### src/conv_pkg.sv
package conv_pkg;

    localparam int ROW_IN     = 16;
    localparam int OUT_ROW    = 14;
    localparam int FRAME_ROWS = 4;
    localparam int OUT_DEPTH  = OUT_ROW * FRAME_ROWS;
    localparam int ADDR_W     = 6;
    localparam int PSUM_W     = 32;
    localparam int OUT_W      = 16;

    localparam logic [1:0] ADR_KERNEL = 2'd0;
    localparam logic [1:0] ADR_ROW    = 2'd1;
    localparam logic [1:0] ADR_PIXELS = 2'd2;
    localparam logic [1:0] ADR_STATUS = 2'd3;

    // Bus views of one write-data word
    typedef struct packed {
        logic signed [7:0] bias;
        logic signed [7:0] w2;
        logic signed [7:0] w1;
        logic signed [7:0] w0;
    } kernel_word_t;

    // Pixel 0 sits in the low byte and enters first
    typedef struct packed {
        logic signed [7:0] p3;
        logic signed [7:0] p2;
        logic signed [7:0] p1;
        logic signed [7:0] p0;
    } pixel_word_t;

    typedef struct packed {
        logic [28:0] pad;
        logic        last_channel;
        logic        first_channel;
        logic        last_row;
    } row_cmd_t;

    typedef union packed {
        kernel_word_t kernel;
        row_cmd_t     row;
        pixel_word_t  pixels;
    } bus_word_u;

    typedef struct packed {
        logic signed [7:0] bias;
        logic signed [7:0] w2;
        logic signed [7:0] w1;
        logic signed [7:0] w0;
    } kernel_t;

    typedef struct packed {
        logic last_channel;
        logic first_channel;
        logic last_row;
    } row_mode_t;

    typedef struct packed {
        logic signed [7:0] data;
        logic              valid;
    } pixel_beat_t;

    typedef struct packed {
        logic signed [PSUM_W-1:0] psum;
        logic                     valid;
        logic                     done_row;
    } mac_out_t;

    typedef struct packed {
        logic [OUT_W-1:0] data;
        logic             valid;
        logic             last;
    } stream_word_t;

    typedef struct packed {
        logic [28:0] pad;
        logic        busy;
        logic        pe_ready_seen;
        logic        idle;
    } status_t;

endpackage

### src/wb_cmd_port.sv
`timescale 1ns/1ps

module wb_cmd_port
    import conv_pkg::*;
(
    input  logic        clk,
    input  logic        reset,
    input  logic        wb_cyc,
    input  logic        wb_stb,
    input  logic        wb_we,
    input  logic [1:0]  wb_adr,
    input  bus_word_u   wb_dat_i,
    output status_t     wb_dat_o,
    output logic        wb_ack,
    input  logic        idle,
    input  logic        pe_ready,
    output logic        load_kernel,
    output logic        stream_row,
    output row_mode_t   row_mode,
    output kernel_t     kernel,
    output pixel_beat_t pixel
);

    logic              req;
    logic              kernel_acc;
    logic              row_acc;
    logic              pixel_acc;
    logic              other_acc;
    logic              accept;
    logic [2:0]        pix_left;
    logic signed [7:0] slot [4];
    logic              pe_ready_seen;
    status_t           status;

    // A request is pending until it is acknowledged
    assign req = wb_cyc && wb_stb && !wb_ack;

    assign kernel_acc = req && wb_we && (wb_adr == ADR_KERNEL) && idle;
    assign row_acc    = req && wb_we && (wb_adr == ADR_ROW) && idle;
    assign pixel_acc  = req && wb_we && (wb_adr == ADR_PIXELS) && (pix_left == 3'd0);
    // Reads and stray status writes complete at once
    assign other_acc  = req && (!wb_we || (wb_adr == ADR_STATUS));
    assign accept     = kernel_acc || row_acc || pixel_acc || other_acc;

    assign status = '{
        pad:           '0,
        busy:          !idle || (pix_left != 3'd0),
        pe_ready_seen: pe_ready_seen,
        idle:          idle
    };

    always_ff @(posedge clk) begin
        if (reset) begin
            wb_ack        <= 1'b0;
            load_kernel   <= 1'b0;
            stream_row    <= 1'b0;
            row_mode      <= '0;
            pe_ready_seen <= 1'b0;
        end else begin
            wb_ack      <= accept;
            load_kernel <= kernel_acc;
            stream_row  <= row_acc;
            if (row_acc) begin
                row_mode.last_row      <= wb_dat_i.row.last_row;
                row_mode.first_channel <= wb_dat_i.row.first_channel;
                row_mode.last_channel  <= wb_dat_i.row.last_channel;
            end
            if (pe_ready) begin
                pe_ready_seen <= 1'b1;
            end
        end
    end

    always_ff @(posedge clk) begin
        if (kernel_acc) begin
            kernel <= wb_dat_i.kernel;
        end
        if (other_acc) begin
            wb_dat_o <= status;
        end
    end

    // Unpacker, one pixel per cycle from slot 0
    always_ff @(posedge clk) begin
        if (reset) begin
            pix_left <= '0;
        end else if (pixel_acc) begin
            pix_left <= 3'd4;
        end else if (pix_left != 3'd0) begin
            pix_left <= pix_left - 3'd1;
        end
    end

    always_ff @(posedge clk) begin
        if (pixel_acc) begin
            slot[0] <= wb_dat_i.pixels.p0;
            slot[1] <= wb_dat_i.pixels.p1;
            slot[2] <= wb_dat_i.pixels.p2;
            slot[3] <= wb_dat_i.pixels.p3;
        end else begin
            slot[0] <= slot[1];
            slot[1] <= slot[2];
            slot[2] <= slot[3];
        end
    end

    assign pixel = '{data: slot[0], valid: (pix_left != 3'd0)};

endmodule

### src/row_mac.sv
`timescale 1ns/1ps

module row_mac
    import conv_pkg::*;
(
    input  logic        clk,
    input  logic        reset,
    input  pixel_beat_t pixel,
    input  kernel_t     kernel,
    input  logic        stream_row,
    output mac_out_t    mac
);

    logic signed [7:0]        win_old;
    logic signed [7:0]        win_mid;
    logic [4:0]               pix_count;
    logic                     take;
    logic signed [PSUM_W-1:0] psum_q;
    logic                     valid_q;
    logic                     done_q;

    // Pixels past the end of the row are dropped
    assign take = pixel.valid && (pix_count < 5'(ROW_IN));

    always_ff @(posedge clk) begin
        if (reset || stream_row) begin
            pix_count <= '0;
        end else if (take) begin
            pix_count <= pix_count + 5'd1;
        end
    end

    // Two oldest pixels of the window; the incoming one is the third
    always_ff @(posedge clk) begin
        if (stream_row) begin
            win_old <= '0;
            win_mid <= '0;
        end else if (take) begin
            win_old <= win_mid;
            win_mid <= pixel.data;
        end
    end

    always_ff @(posedge clk) begin
        if (reset) begin
            valid_q <= 1'b0;
            done_q  <= 1'b0;
        end else begin
            valid_q <= take && (pix_count >= 5'd2);
            done_q  <= take && (pix_count == 5'(ROW_IN - 1));
        end
    end

    always_ff @(posedge clk) begin
        if (take) begin
            psum_q <= kernel.w0 * win_old + kernel.w1 * win_mid + kernel.w2 * pixel.data;
        end
    end

    assign mac = '{psum: psum_q, valid: valid_q, done_row: done_q};

endmodule

### src/pe_buffer_ctrl.sv
`timescale 1ns/1ps

module pe_buffer_ctrl
    import conv_pkg::*;
(
    input  logic      clk,
    input  logic      reset,
    input  logic      load_kernel,
    input  logic      stream_row,
    input  row_mode_t row_mode,
    input  mac_out_t  mac,
    output logic      idle,
    output logic      pe_ready,
    output logic      wr_en,
    output logic      add_bias,
    output logic      addr_clear,
    output logic      emit,
    output logic      emit_last
);

    typedef enum logic [3:0] {
        S_RESET,
        S_IDLE,
        S_LOAD_KERNEL,
        S_PE_READY,
        S_WAIT_MID,
        S_WRITE_MID,
        S_WAIT_LAST,
        S_WRITE_LAST,
        S_CLEAR_ADDR
    } state_t;

    state_t state;
    state_t state_next;
    logic   row_end;
    logic   in_row;
    logic   in_last_row;

    // Final result of the row
    assign row_end = mac.valid && mac.done_row;

    always_ff @(posedge clk) begin
        if (reset) begin
            state <= S_RESET;
        end else begin
            state <= state_next;
        end
    end

    always_comb begin
        state_next = state;
        case (state)
            S_RESET: state_next = S_IDLE;

            S_IDLE: begin
                if (load_kernel) begin
                    state_next = S_LOAD_KERNEL;
                end else if (stream_row) begin
                    state_next = row_mode.last_row ? S_WAIT_LAST : S_WAIT_MID;
                end
            end

            S_LOAD_KERNEL: state_next = S_PE_READY;

            S_PE_READY: state_next = S_IDLE;

            S_WAIT_MID, S_WRITE_MID: begin
                if (row_end) begin
                    state_next = S_IDLE;
                end else if (mac.valid) begin
                    state_next = S_WRITE_MID;
                end else begin
                    state_next = S_WAIT_MID;
                end
            end

            // Last row of the frame ends with an address clear
            S_WAIT_LAST, S_WRITE_LAST: begin
                if (row_end) begin
                    state_next = S_CLEAR_ADDR;
                end else if (mac.valid) begin
                    state_next = S_WRITE_LAST;
                end else begin
                    state_next = S_WAIT_LAST;
                end
            end

            S_CLEAR_ADDR: state_next = S_IDLE;

            default: state_next = S_IDLE;
        endcase
    end

    assign in_last_row = (state == S_WAIT_LAST) || (state == S_WRITE_LAST);
    assign in_row      = in_last_row || (state == S_WAIT_MID) || (state == S_WRITE_MID);

    assign idle       = (state == S_IDLE);
    assign pe_ready   = (state == S_PE_READY);
    assign wr_en      = in_row && mac.valid;
    assign add_bias   = in_row && row_mode.first_channel;
    assign addr_clear = (state == S_CLEAR_ADDR);
    // Stream only on the last channel, last flag with the 56th write
    assign emit       = wr_en && row_mode.last_channel;
    assign emit_last  = emit && in_last_row && mac.done_row;

endmodule

### src/psum_buffer.sv
`timescale 1ns/1ps

module psum_buffer
    import conv_pkg::*;
(
    input  logic                     clk,
    input  logic                     reset,
    input  mac_out_t                 mac,
    input  kernel_t                  kernel,
    input  logic                     wr_en,
    input  logic                     add_bias,
    input  logic                     addr_clear,
    input  logic                     emit,
    input  logic                     emit_last,
    output logic signed [PSUM_W-1:0] sum,
    output logic                     sum_valid,
    output logic                     sum_last
);

    logic signed [PSUM_W-1:0] mem [OUT_DEPTH];
    logic [ADDR_W-1:0]        addr;
    logic signed [PSUM_W-1:0] bias_ext;
    logic signed [PSUM_W-1:0] base;
    logic signed [PSUM_W-1:0] wr_data;

    assign bias_ext = kernel.bias;

    // First channel starts from the bias, later channels from the old word
    assign base    = add_bias ? bias_ext : mem[addr];
    assign wr_data = mac.psum + base;

    always_ff @(posedge clk) begin
        if (wr_en) begin
            mem[addr] <= wr_data;
        end
    end

    always_ff @(posedge clk) begin
        if (reset || addr_clear) begin
            addr <= '0;
        end else if (wr_en) begin
            addr <= addr + 1'b1;
        end
    end

    assign sum       = wr_data;
    assign sum_valid = emit;
    assign sum_last  = emit_last;

endmodule

### src/act_stream_out.sv
`timescale 1ns/1ps

module act_stream_out
    import conv_pkg::*;
(
    input  logic                     clk,
    input  logic                     reset,
    input  logic signed [PSUM_W-1:0] sum,
    input  logic                     sum_valid,
    input  logic                     sum_last,
    output stream_word_t             stream
);

    logic [OUT_W-1:0] clamped;
    logic [OUT_W-1:0] data_q;
    logic             valid_q;
    logic             last_q;

    // ReLU, then saturate anything above the output range
    always_comb begin
        if (sum[PSUM_W-1]) begin
            clamped = '0;
        end else if (|sum[PSUM_W-2:OUT_W]) begin
            clamped = '1;
        end else begin
            clamped = sum[OUT_W-1:0];
        end
    end

    always_ff @(posedge clk) begin
        if (reset) begin
            valid_q <= 1'b0;
            last_q  <= 1'b0;
        end else begin
            valid_q <= sum_valid;
            last_q  <= sum_valid && sum_last;
        end
    end

    always_ff @(posedge clk) begin
        if (sum_valid) begin
            data_q <= clamped;
        end
    end

    assign stream = '{data: data_q, valid: valid_q, last: last_q};

endmodule

### src/conv_pe_top.sv
`timescale 1ns/1ps

module conv_pe_top
    import conv_pkg::*;
(
    input  logic         clk,
    input  logic         reset,
    input  logic         wb_cyc,
    input  logic         wb_stb,
    input  logic         wb_we,
    input  logic [1:0]   wb_adr,
    input  bus_word_u    wb_dat_i,
    output status_t      wb_dat_o,
    output logic         wb_ack,
    output stream_word_t stream
);

    logic                     idle;
    logic                     pe_ready;
    logic                     load_kernel;
    logic                     stream_row;
    row_mode_t                row_mode;
    kernel_t                  kernel;
    pixel_beat_t              pixel;
    mac_out_t                 mac;
    logic                     wr_en;
    logic                     add_bias;
    logic                     addr_clear;
    logic                     emit;
    logic                     emit_last;
    logic signed [PSUM_W-1:0] sum;
    logic                     sum_valid;
    logic                     sum_last;

    wb_cmd_port port_i (
        .clk        (clk),
        .reset      (reset),
        .wb_cyc     (wb_cyc),
        .wb_stb     (wb_stb),
        .wb_we      (wb_we),
        .wb_adr     (wb_adr),
        .wb_dat_i   (wb_dat_i),
        .wb_dat_o   (wb_dat_o),
        .wb_ack     (wb_ack),
        .idle       (idle),
        .pe_ready   (pe_ready),
        .load_kernel(load_kernel),
        .stream_row (stream_row),
        .row_mode   (row_mode),
        .kernel     (kernel),
        .pixel      (pixel)
    );

    row_mac mac_i (
        .clk       (clk),
        .reset     (reset),
        .pixel     (pixel),
        .kernel    (kernel),
        .stream_row(stream_row),
        .mac       (mac)
    );

    pe_buffer_ctrl ctrl_i (
        .clk        (clk),
        .reset      (reset),
        .load_kernel(load_kernel),
        .stream_row (stream_row),
        .row_mode   (row_mode),
        .mac        (mac),
        .idle       (idle),
        .pe_ready   (pe_ready),
        .wr_en      (wr_en),
        .add_bias   (add_bias),
        .addr_clear (addr_clear),
        .emit       (emit),
        .emit_last  (emit_last)
    );

    psum_buffer buf_i (
        .clk       (clk),
        .reset     (reset),
        .mac       (mac),
        .kernel    (kernel),
        .wr_en     (wr_en),
        .add_bias  (add_bias),
        .addr_clear(addr_clear),
        .emit      (emit),
        .emit_last (emit_last),
        .sum       (sum),
        .sum_valid (sum_valid),
        .sum_last  (sum_last)
    );

    act_stream_out out_i (
        .clk      (clk),
        .reset    (reset),
        .sum      (sum),
        .sum_valid(sum_valid),
        .sum_last (sum_last),
        .stream   (stream)
    );

endmodule

### config.mk
export PLATFORM = sky130hd
export DESIGN_NAME = conv_pe_top
export DESIGN_NICKNAME = d
export VERILOG_FILES = /design/src/conv_pkg.sv /design/src/wb_cmd_port.sv /design/src/row_mac.sv /design/src/pe_buffer_ctrl.sv /design/src/psum_buffer.sv /design/src/act_stream_out.sv /design/src/conv_pe_top.sv
export SDC_FILE = /design/constraint.sdc
export NUM_CORES = 2
export LEC_CHECK = 0
export BUFFER_PORTS_ARGS = -buffer_cell sky130_fd_sc_hd__buf_2
export CORE_ASPECT_RATIO = 1.2
export CORE_MARGIN = 5
export CORE_UTILIZATION = 30
export DETAILED_ROUTE_END_ITERATION = 10
export GPL_ROUTABILITY_DRIVEN = 0
export PLACE_DENSITY_LB_ADDON = 0.08
export SYNTH_ARGS = -nofsm -noshare
export SYNTH_HDL_FRONTEND = slang
export SYNTH_SLANG_ARGS = --single-unit
export TNS_END_PERCENT = 1
### constraint.sdc
create_clock -name clk -period 8.3 [get_ports clk]
set_clock_uncertainty 0.2 [all_clocks]
set_input_delay 0.415 -clock clk [delete_from_list [all_inputs] [get_ports clk]]
set_output_delay 0.415 -clock clk [all_outputs]
set_load 0.1 [all_outputs]
### After elaboration in Yosys (flattened, before gate mapping)

Memory sizes are Yosys's and may differ from the RTL's. A register that Yosys moved wholly into a read port is not among the register bits.
Index checks and enable logic that the tools add are counted.

* RAM bits: 1824
* logic and storage cells: 119
* output and inout bits: 51
* memories kept: 2
* bits of input ports: 39
* register bits after elaboration: 128

* reductions and logical operators: 41
* $lt $le $gt $ge: 2
* multiplexer cells: 22
* add/sub/neg operators: 6
* equality and inequality tests: 13
* multiply operators: 3
* bitwise gates (word level): 3

Memory list
* buf_i.mem: depth 56, bits a word 32, rd ports 1, clocked after Yosys merged registers in 1, wr ports 1, RTL line psum_buffer.sv:20 `logic signed [PSUM_W-1:0] mem [OUT_DEPTH];`
* port_i.slot: depth 4, bits a word 8, rd ports 4, clocked after Yosys merged registers in 0, wr ports 4, RTL line wb_cmd_port.sv:31 `logic signed [7:0] slot [4];`

Operators by type and width (count)
* adder 32 bit: 3
* multiplier 8 x 8 -> 16 bit: 3
* 2-to-1 mux 32 bit: 1
* 2-to-1 mux 8 bit: 3
* logical AND 1 bit: 20
* equality test 4 x 3 -> 1 bit, second input constant: 4
* 2-to-1 mux 16 bit: 1
* 2-to-1 mux 4 bit: 4
* one-hot mux 4 bit (4 select lines): 1
* OR reduction 15 bit: 1
* 2-to-1 mux 6 bit: 2
* logical OR 1 bit: 10
* equality test 4 x 2 -> 1 bit, second input constant: 2
* 2-to-1 mux 1 bit: 7
* adder 6 x 1 -> 6 bit, second input constant: 1
* 2-to-1 mux 3 bit: 2
* OR reduction 2 bit: 3
* adder 5 x 1 -> 5 bit, second input constant: 1
* equality test 5 x 4 -> 1 bit, second input constant: 1
* >= comparator 5 x 2 -> 1 bit, second input constant: 1
* < comparator 5 bit, second input constant: 1
* equality test 2 bit, second input constant: 2
* equality test 4 x 1 -> 1 bit, second input constant: 1
* equality test 4 bit, second input constant: 1
* other kinds (10): 14

### Logic depth before layout (Yosys ltp)

* word-level depth: 9
* gate-level depth with buffers: 28
* gate-level depth less buffers: 28

### By module

From an unflattened synthesis, not the netlist that was laid out.

* cell total of the unflattened synthesis: 4374
* area, all modules: 84516.1 µm²

By module, submodules not included
* psum_buffer: area an instance 70800.4 µm², cells an instance 3109, times used 1
* row_mac: area an instance 9674.3 µm², cells an instance 986, times used 1
* wb_cmd_port: area an instance 2861.5 µm², cells an instance 179, times used 1
* act_stream_out: area an instance 919.6 µm², cells an instance 68, times used 1
* pe_buffer_ctrl: area an instance 260.2 µm², cells an instance 32, times used 1

### Least setup slack after synthesis

Ideal clock, no wire load.

* path type: reg2reg
* from: register with a tool-made name
* to: register out_i.data_q[0], data pin
* stages on the path, launching flop included: 23
* buffers on the path: 6
* library setup time: 0.163 ns
* setup slack: 0.056 ns
* arrival: 7.881 ns
* period minus slack after synthesis: 8.244 ns
* data required time: 7.937 ns
* path through: dfxtp_1 buf_4 buf_4 clkbuf_1 clkbuf_1 mux4_2 mux4_2 mux2i_1 nor2_1 a21oi_1 o21ai_0 ha_1 buf_6 a21o_1 a21oi_4 a32oi_2 or4_1 o21ai_2 mux2i_1 a211oi_1 nor2_1 clkbuf_1 a41oi_1

RTL lines
* to (signal assigned): RTL line act_stream_out.sv:42 `data_q <= clamped;`
* to (decl): RTL line act_stream_out.sv:15 `logic [OUT_W-1:0] data_q;`

### Worst setup path in the final report

* from: register, netlist name port_i.kernel[14]
* to: register mac_i.psum_q[28], data pin

* cells in the longest elaborated chain, start to end: 3

Ends and longest elaborated chain
* multiplier 8 x 8 -> 16 bit: RTL line row_mac.sv:56 `psum_q <= kernel.w0 * win_old + kernel.w1 * win_mid + kernel.w2 * pixel.data;`
* adder 32 bit (2 in a row): RTL line row_mac.sv:56
* to (signal assigned): RTL line row_mac.sv:56
* to (decl): RTL line row_mac.sv:18 `logic signed [PSUM_W-1:0] psum_q;`

Every way passes these cells.
A chain may end at the register's enable or synchronous reset.

==> flow_metrics.py <==
metrics = {
    "floorplan": {
        "floorplan.rows": 213,
        "core_region_area_sq_mm": 0.281,
        "die_w_um": 495,
        "initial_utilization_pct": 30.1,
        "num_io_pins": 90,
        "dieArea_sq_mm": 0.292,
        "floorplan.die.height_um": 591,
    },
    "critical_path": {
        "start_kind": "flop",
        "signal_arrival_time_at_the_worst_endpoint_ns": 7.62,
        "critical_path.max_fanout": 15,
        "worst_r2r_startpoint": "port_i.kernel[14]$_DFFE_PP_",
        "critical_path.startpoint": "port_i.kernel[14]$_DFFE_PP_",
        "worst_r2r_path_depth": 25,
        "endpoint_kind": "flop",
        "worst-endpoint-required_ns": 8.62,
        "worst-setup-path-type": "flop to flop",
    },
    "timing": {
        "final-hold-violation-count": 0,
        "finalMaxSlewViolations": 0,
        "timing.slew.headroom_pct": 13.3,
        "rsz0062_at_grt": "false",
        "setup_total_negative_slack_ns": 0,
        "setup_violations": 0,
        "worstMarginPinSlew_ns": 1.30,
        "max_clock_freq_mhz": 137,
        "share_of_the_clock_period_used_by_the_worst_path_pct": 88.0,
        "final_period_minus_worst_setup_slack_ns": 7.30,
        "fin_worst_setup_slack_ns": 0.999,
    },
    "drt": {
        "routed_wire_length_per_instance_um": 28.9,
        "drc_errors": 0,
        "wl_um": 252000,
        "vias": 42400,
        "final_antenna_net_count": 0,
        "detailedRoute.firstIterationViolations": 3002,
        "vias_per_cell": 4.85,
        "drt_pass1_iterations": 7,
    },
    "global_route": {
        "grt_antenna_before_repair": 12,
        "globalRouteTotalUtil_pct": 17.1,
        "grt_overflow_total": 0,
        "grt_first_pass_wirelength_um": 356000,
        "largest_net_degree_at_the_start_of_global_routing": 62,
        "first_global_vias": 45400,
    },
    "clock_tree": {
        "cts_tree": "yes",
        "tritoncts_num_sinks": 1958,
        "cts_inserted_buffers": 217,
        "clockBufferDepth": 4,
        "clock_tree.htree_level_count": 4,
        "worst_setup_hold_path_clk_slew_ns": 0.06,
        "clk_latency_ns": 0.90,
        "clock-root-buffer": "sky130_fd_sc_hd__clkbuf_16",
    },
    "synth": {
        "syn_std_cell_area_sq_mm": 0.0845,
        "yosys.area_share.adder_pct": 6.39,
        "synth_xor_xnor_area_share_pct": 0.962,
        "synth.area.mux_share_pct": 15.3,
        "post_synth_inst_count": 4510,
        "yosysSeqAreaShare_pct": 68.7,
        "synth-main-ff-cell": "sky130_fd_sc_hd__edfxtp_1",
        "synth-async-reset-ratio_pct": 0,
        "synth_simple_gate_area_share_pct": 3.59,
        "synthTopCellsByArea": "sky130_fd_sc_hd__edfxtp_1, sky130_fd_sc_hd__mux4_2, sky130_fd_sc_hd__fa_1, sky130_fd_sc_hd__ha_1, sky130_fd_sc_hd__dfxtp_1",
        "main_combinational_cell_family_by_area_after_synthesis": "multiplexers",
        "synth_top_cell_by_area": "sky130_fd_sc_hd__edfxtp_1",
        "synth.distinct_cells": 69,
        "yosys_register_bits": 1958,
        "yosysWarnings": 0,
        "post_synth_edffs": 1883,
        "synth_compound_area_share_pct": 2.39,
        "post_synth.cell_area_avg_sq_um": 18.7,
        "netlist.area_leader.share_pct": 66.9,
    },
    "flow_run": {
        "maxcap_viol_count": 0,
    },
    "final_layout": {
        "n_fill_cell": 26400,
        "nets": 5170,
        "flow.area_growth_from_synthesis_pct": 15.9,
        "most_common_cell_after_layout_fill_and_taps_aside": "sky130_fd_sc_hd__edfxtp_1",
        "multi_input_area_sq_mm": 0.0249,
        "layout-drive-gt1-share_pct": 23.6,
        "most-common-layout-cells": "sky130_fd_sc_hd__edfxtp_1, sky130_fd_sc_hd__mux4_2, sky130_fd_sc_hd__inv_1",
        "final-seq-area_sq_mm": 0.0581,
    },
    "worst_hold_path": {
        "hold-path-cell-count": 2,
        "hold_path.class": "input port to flop",
        "worst_hold_startpoint": "wb_dat_i[9]",
    },
    "run_status": {
        "run_status": "complete, no violations",
    },
    "placed_design": {
        "dp_slack_ns": 0.999,
        "io_buffer_count": 60,
        "dp_hpwl_um": 146000,
    },
}
-- kinds of logic (layout without fill, tap and decap cells) --
kind of cell	Yosys count	count (layout)
simple gates	650	650
other cells	1	34
xor+xnor	92	92
compound gates	323	323
buf+inv	549	981
flops	1958	1958
fa+ha+maj	322	322
mux	615	615
-- per-stage QoR --
stage	util, %	instances	hold slack, ns	instance area [sq um]
finish	34.9	8737	0.135	97900
global route	34.9	8734	0.0903	97900
CTS	34.9	8732	0.0423	97900
detailed placement	32.4	8312	0.206	90800
global placement	32.4	8312	0.205	90800
floorplan	-	4538	0.199	84600
-- registers in the layout, indices dropped and copies added, names as in the netlist, 3 cells and up, named ones only --
register,cells
ctrl_i.state,4
port_i.pix_left,3
mac_i.psum_q,32
mac_i.pix_count,5
buf_i.addr,6
port_i.wb_dat_o,3
mac_i.win_mid,8
out_i.data_q,16
mac_i.win_old,8
port_i.row_mode,3
buf_i.mem,1792
port_i.slot,32
port_i.kernel,32
-- cells in the mapped netlist, types with 30 or more instances --
cell,number
sky130_fd_sc_hd__clkbuf_1,118
sky130_fd_sc_hd__fa_1,183
sky130_fd_sc_hd__xor2_1,30
sky130_fd_sc_hd__edfxtp_1,1883
sky130_fd_sc_hd__inv_1,322
sky130_fd_sc_hd__mux2i_1,69
sky130_fd_sc_hd__o21ai_0,67
sky130_fd_sc_hd__ha_1,139
sky130_fd_sc_hd__mux4_2,543
sky130_fd_sc_hd__buf_1,39
sky130_fd_sc_hd__and2_1,113
sky130_fd_sc_hd__xnor2_1,61
sky130_fd_sc_hd__a21oi_1,128
sky130_fd_sc_hd__nand2_1,222
sky130_fd_sc_hd__buf_4,33
sky130_fd_sc_hd__dfxtp_1,75
sky130_fd_sc_hd__buf_2,33
sky130_fd_sc_hd__nor2_1,194
-- what timing repair did --
action | in CTS | in global routing
hold buffers | 40 | 0
hold endpoints to repair | 90 | 0
resized for setup | 0 | 0
setup buffers | 0 | 0
-- final timing paths --
check | to | slack, ns
setup / recovery | mac_i.psum_q[28]$_DFFE_PP_ | 1.0
hold / removal | port_i.kernel[9]$_DFFE_PP_ | 0.14
setup reg to reg | mac_i.psum_q[28]$_DFFE_PP_ | 1.0
hold reg to reg | port_i.slot[0][15]$_DFF_P_ | 0.22
-- layer usage --
layer  track usage (%)  routed length (um)  vias to the layer above
met3              2.10                8850                      314
met5                 0                   0                        -
met1              23.4              111000                    23200
li1                  -                   -                    18100
met4              3.61                5340                        0
met2              29.3              127000                      766
-- critical path, cell delays in order, from the launching register on --
cell                       delay (ns)
sky130_fd_sc_hd__edfxtp_1        0.51
sky130_fd_sc_hd__and2_1          0.23
sky130_fd_sc_hd__fa_1            0.51
sky130_fd_sc_hd__inv_1           0.06
sky130_fd_sc_hd__fa_1            0.50
sky130_fd_sc_hd__inv_1           0.06
sky130_fd_sc_hd__fa_1            0.53
sky130_fd_sc_hd__inv_1           0.06
sky130_fd_sc_hd__fa_1            0.48
sky130_fd_sc_hd__inv_1           0.05
sky130_fd_sc_hd__ha_1            0.28
sky130_fd_sc_hd__inv_1           0.09
sky130_fd_sc_hd__o21ai_0         0.09
sky130_fd_sc_hd__a21oi_1         0.21
sky130_fd_sc_hd__nand2b_1        0.13
sky130_fd_sc_hd__a21boi_0        0.11
sky130_fd_sc_hd__o31a_1          0.27
sky130_fd_sc_hd__o41ai_1         0.34
sky130_fd_sc_hd__xnor2_1         0.20
sky130_fd_sc_hd__fa_1            0.55
sky130_fd_sc_hd__inv_1           0.06
sky130_fd_sc_hd__ha_1            0.31
sky130_fd_sc_hd__inv_1           0.09
sky130_fd_sc_hd__nor4_1          0.05
sky130_fd_sc_hd__a21oi_1         0.81
sky130_fd_sc_hd__o21ai_0         0.21
-- area by class of cell --
type	instances	share of cell area, %
sequential	1958	59.3
multi-input combinational	2031	25.4
clock buffer	263	5.86
tap	3762	4.81
timing repair buffer	278	2.40
inverter	323	1.24
clock inverter	117	0.990
antenna	5	0.0128
Power is left out: the tool's default activity adds up to more than one toggle a clock period on the data nets, which glitch-free logic cannot reach.
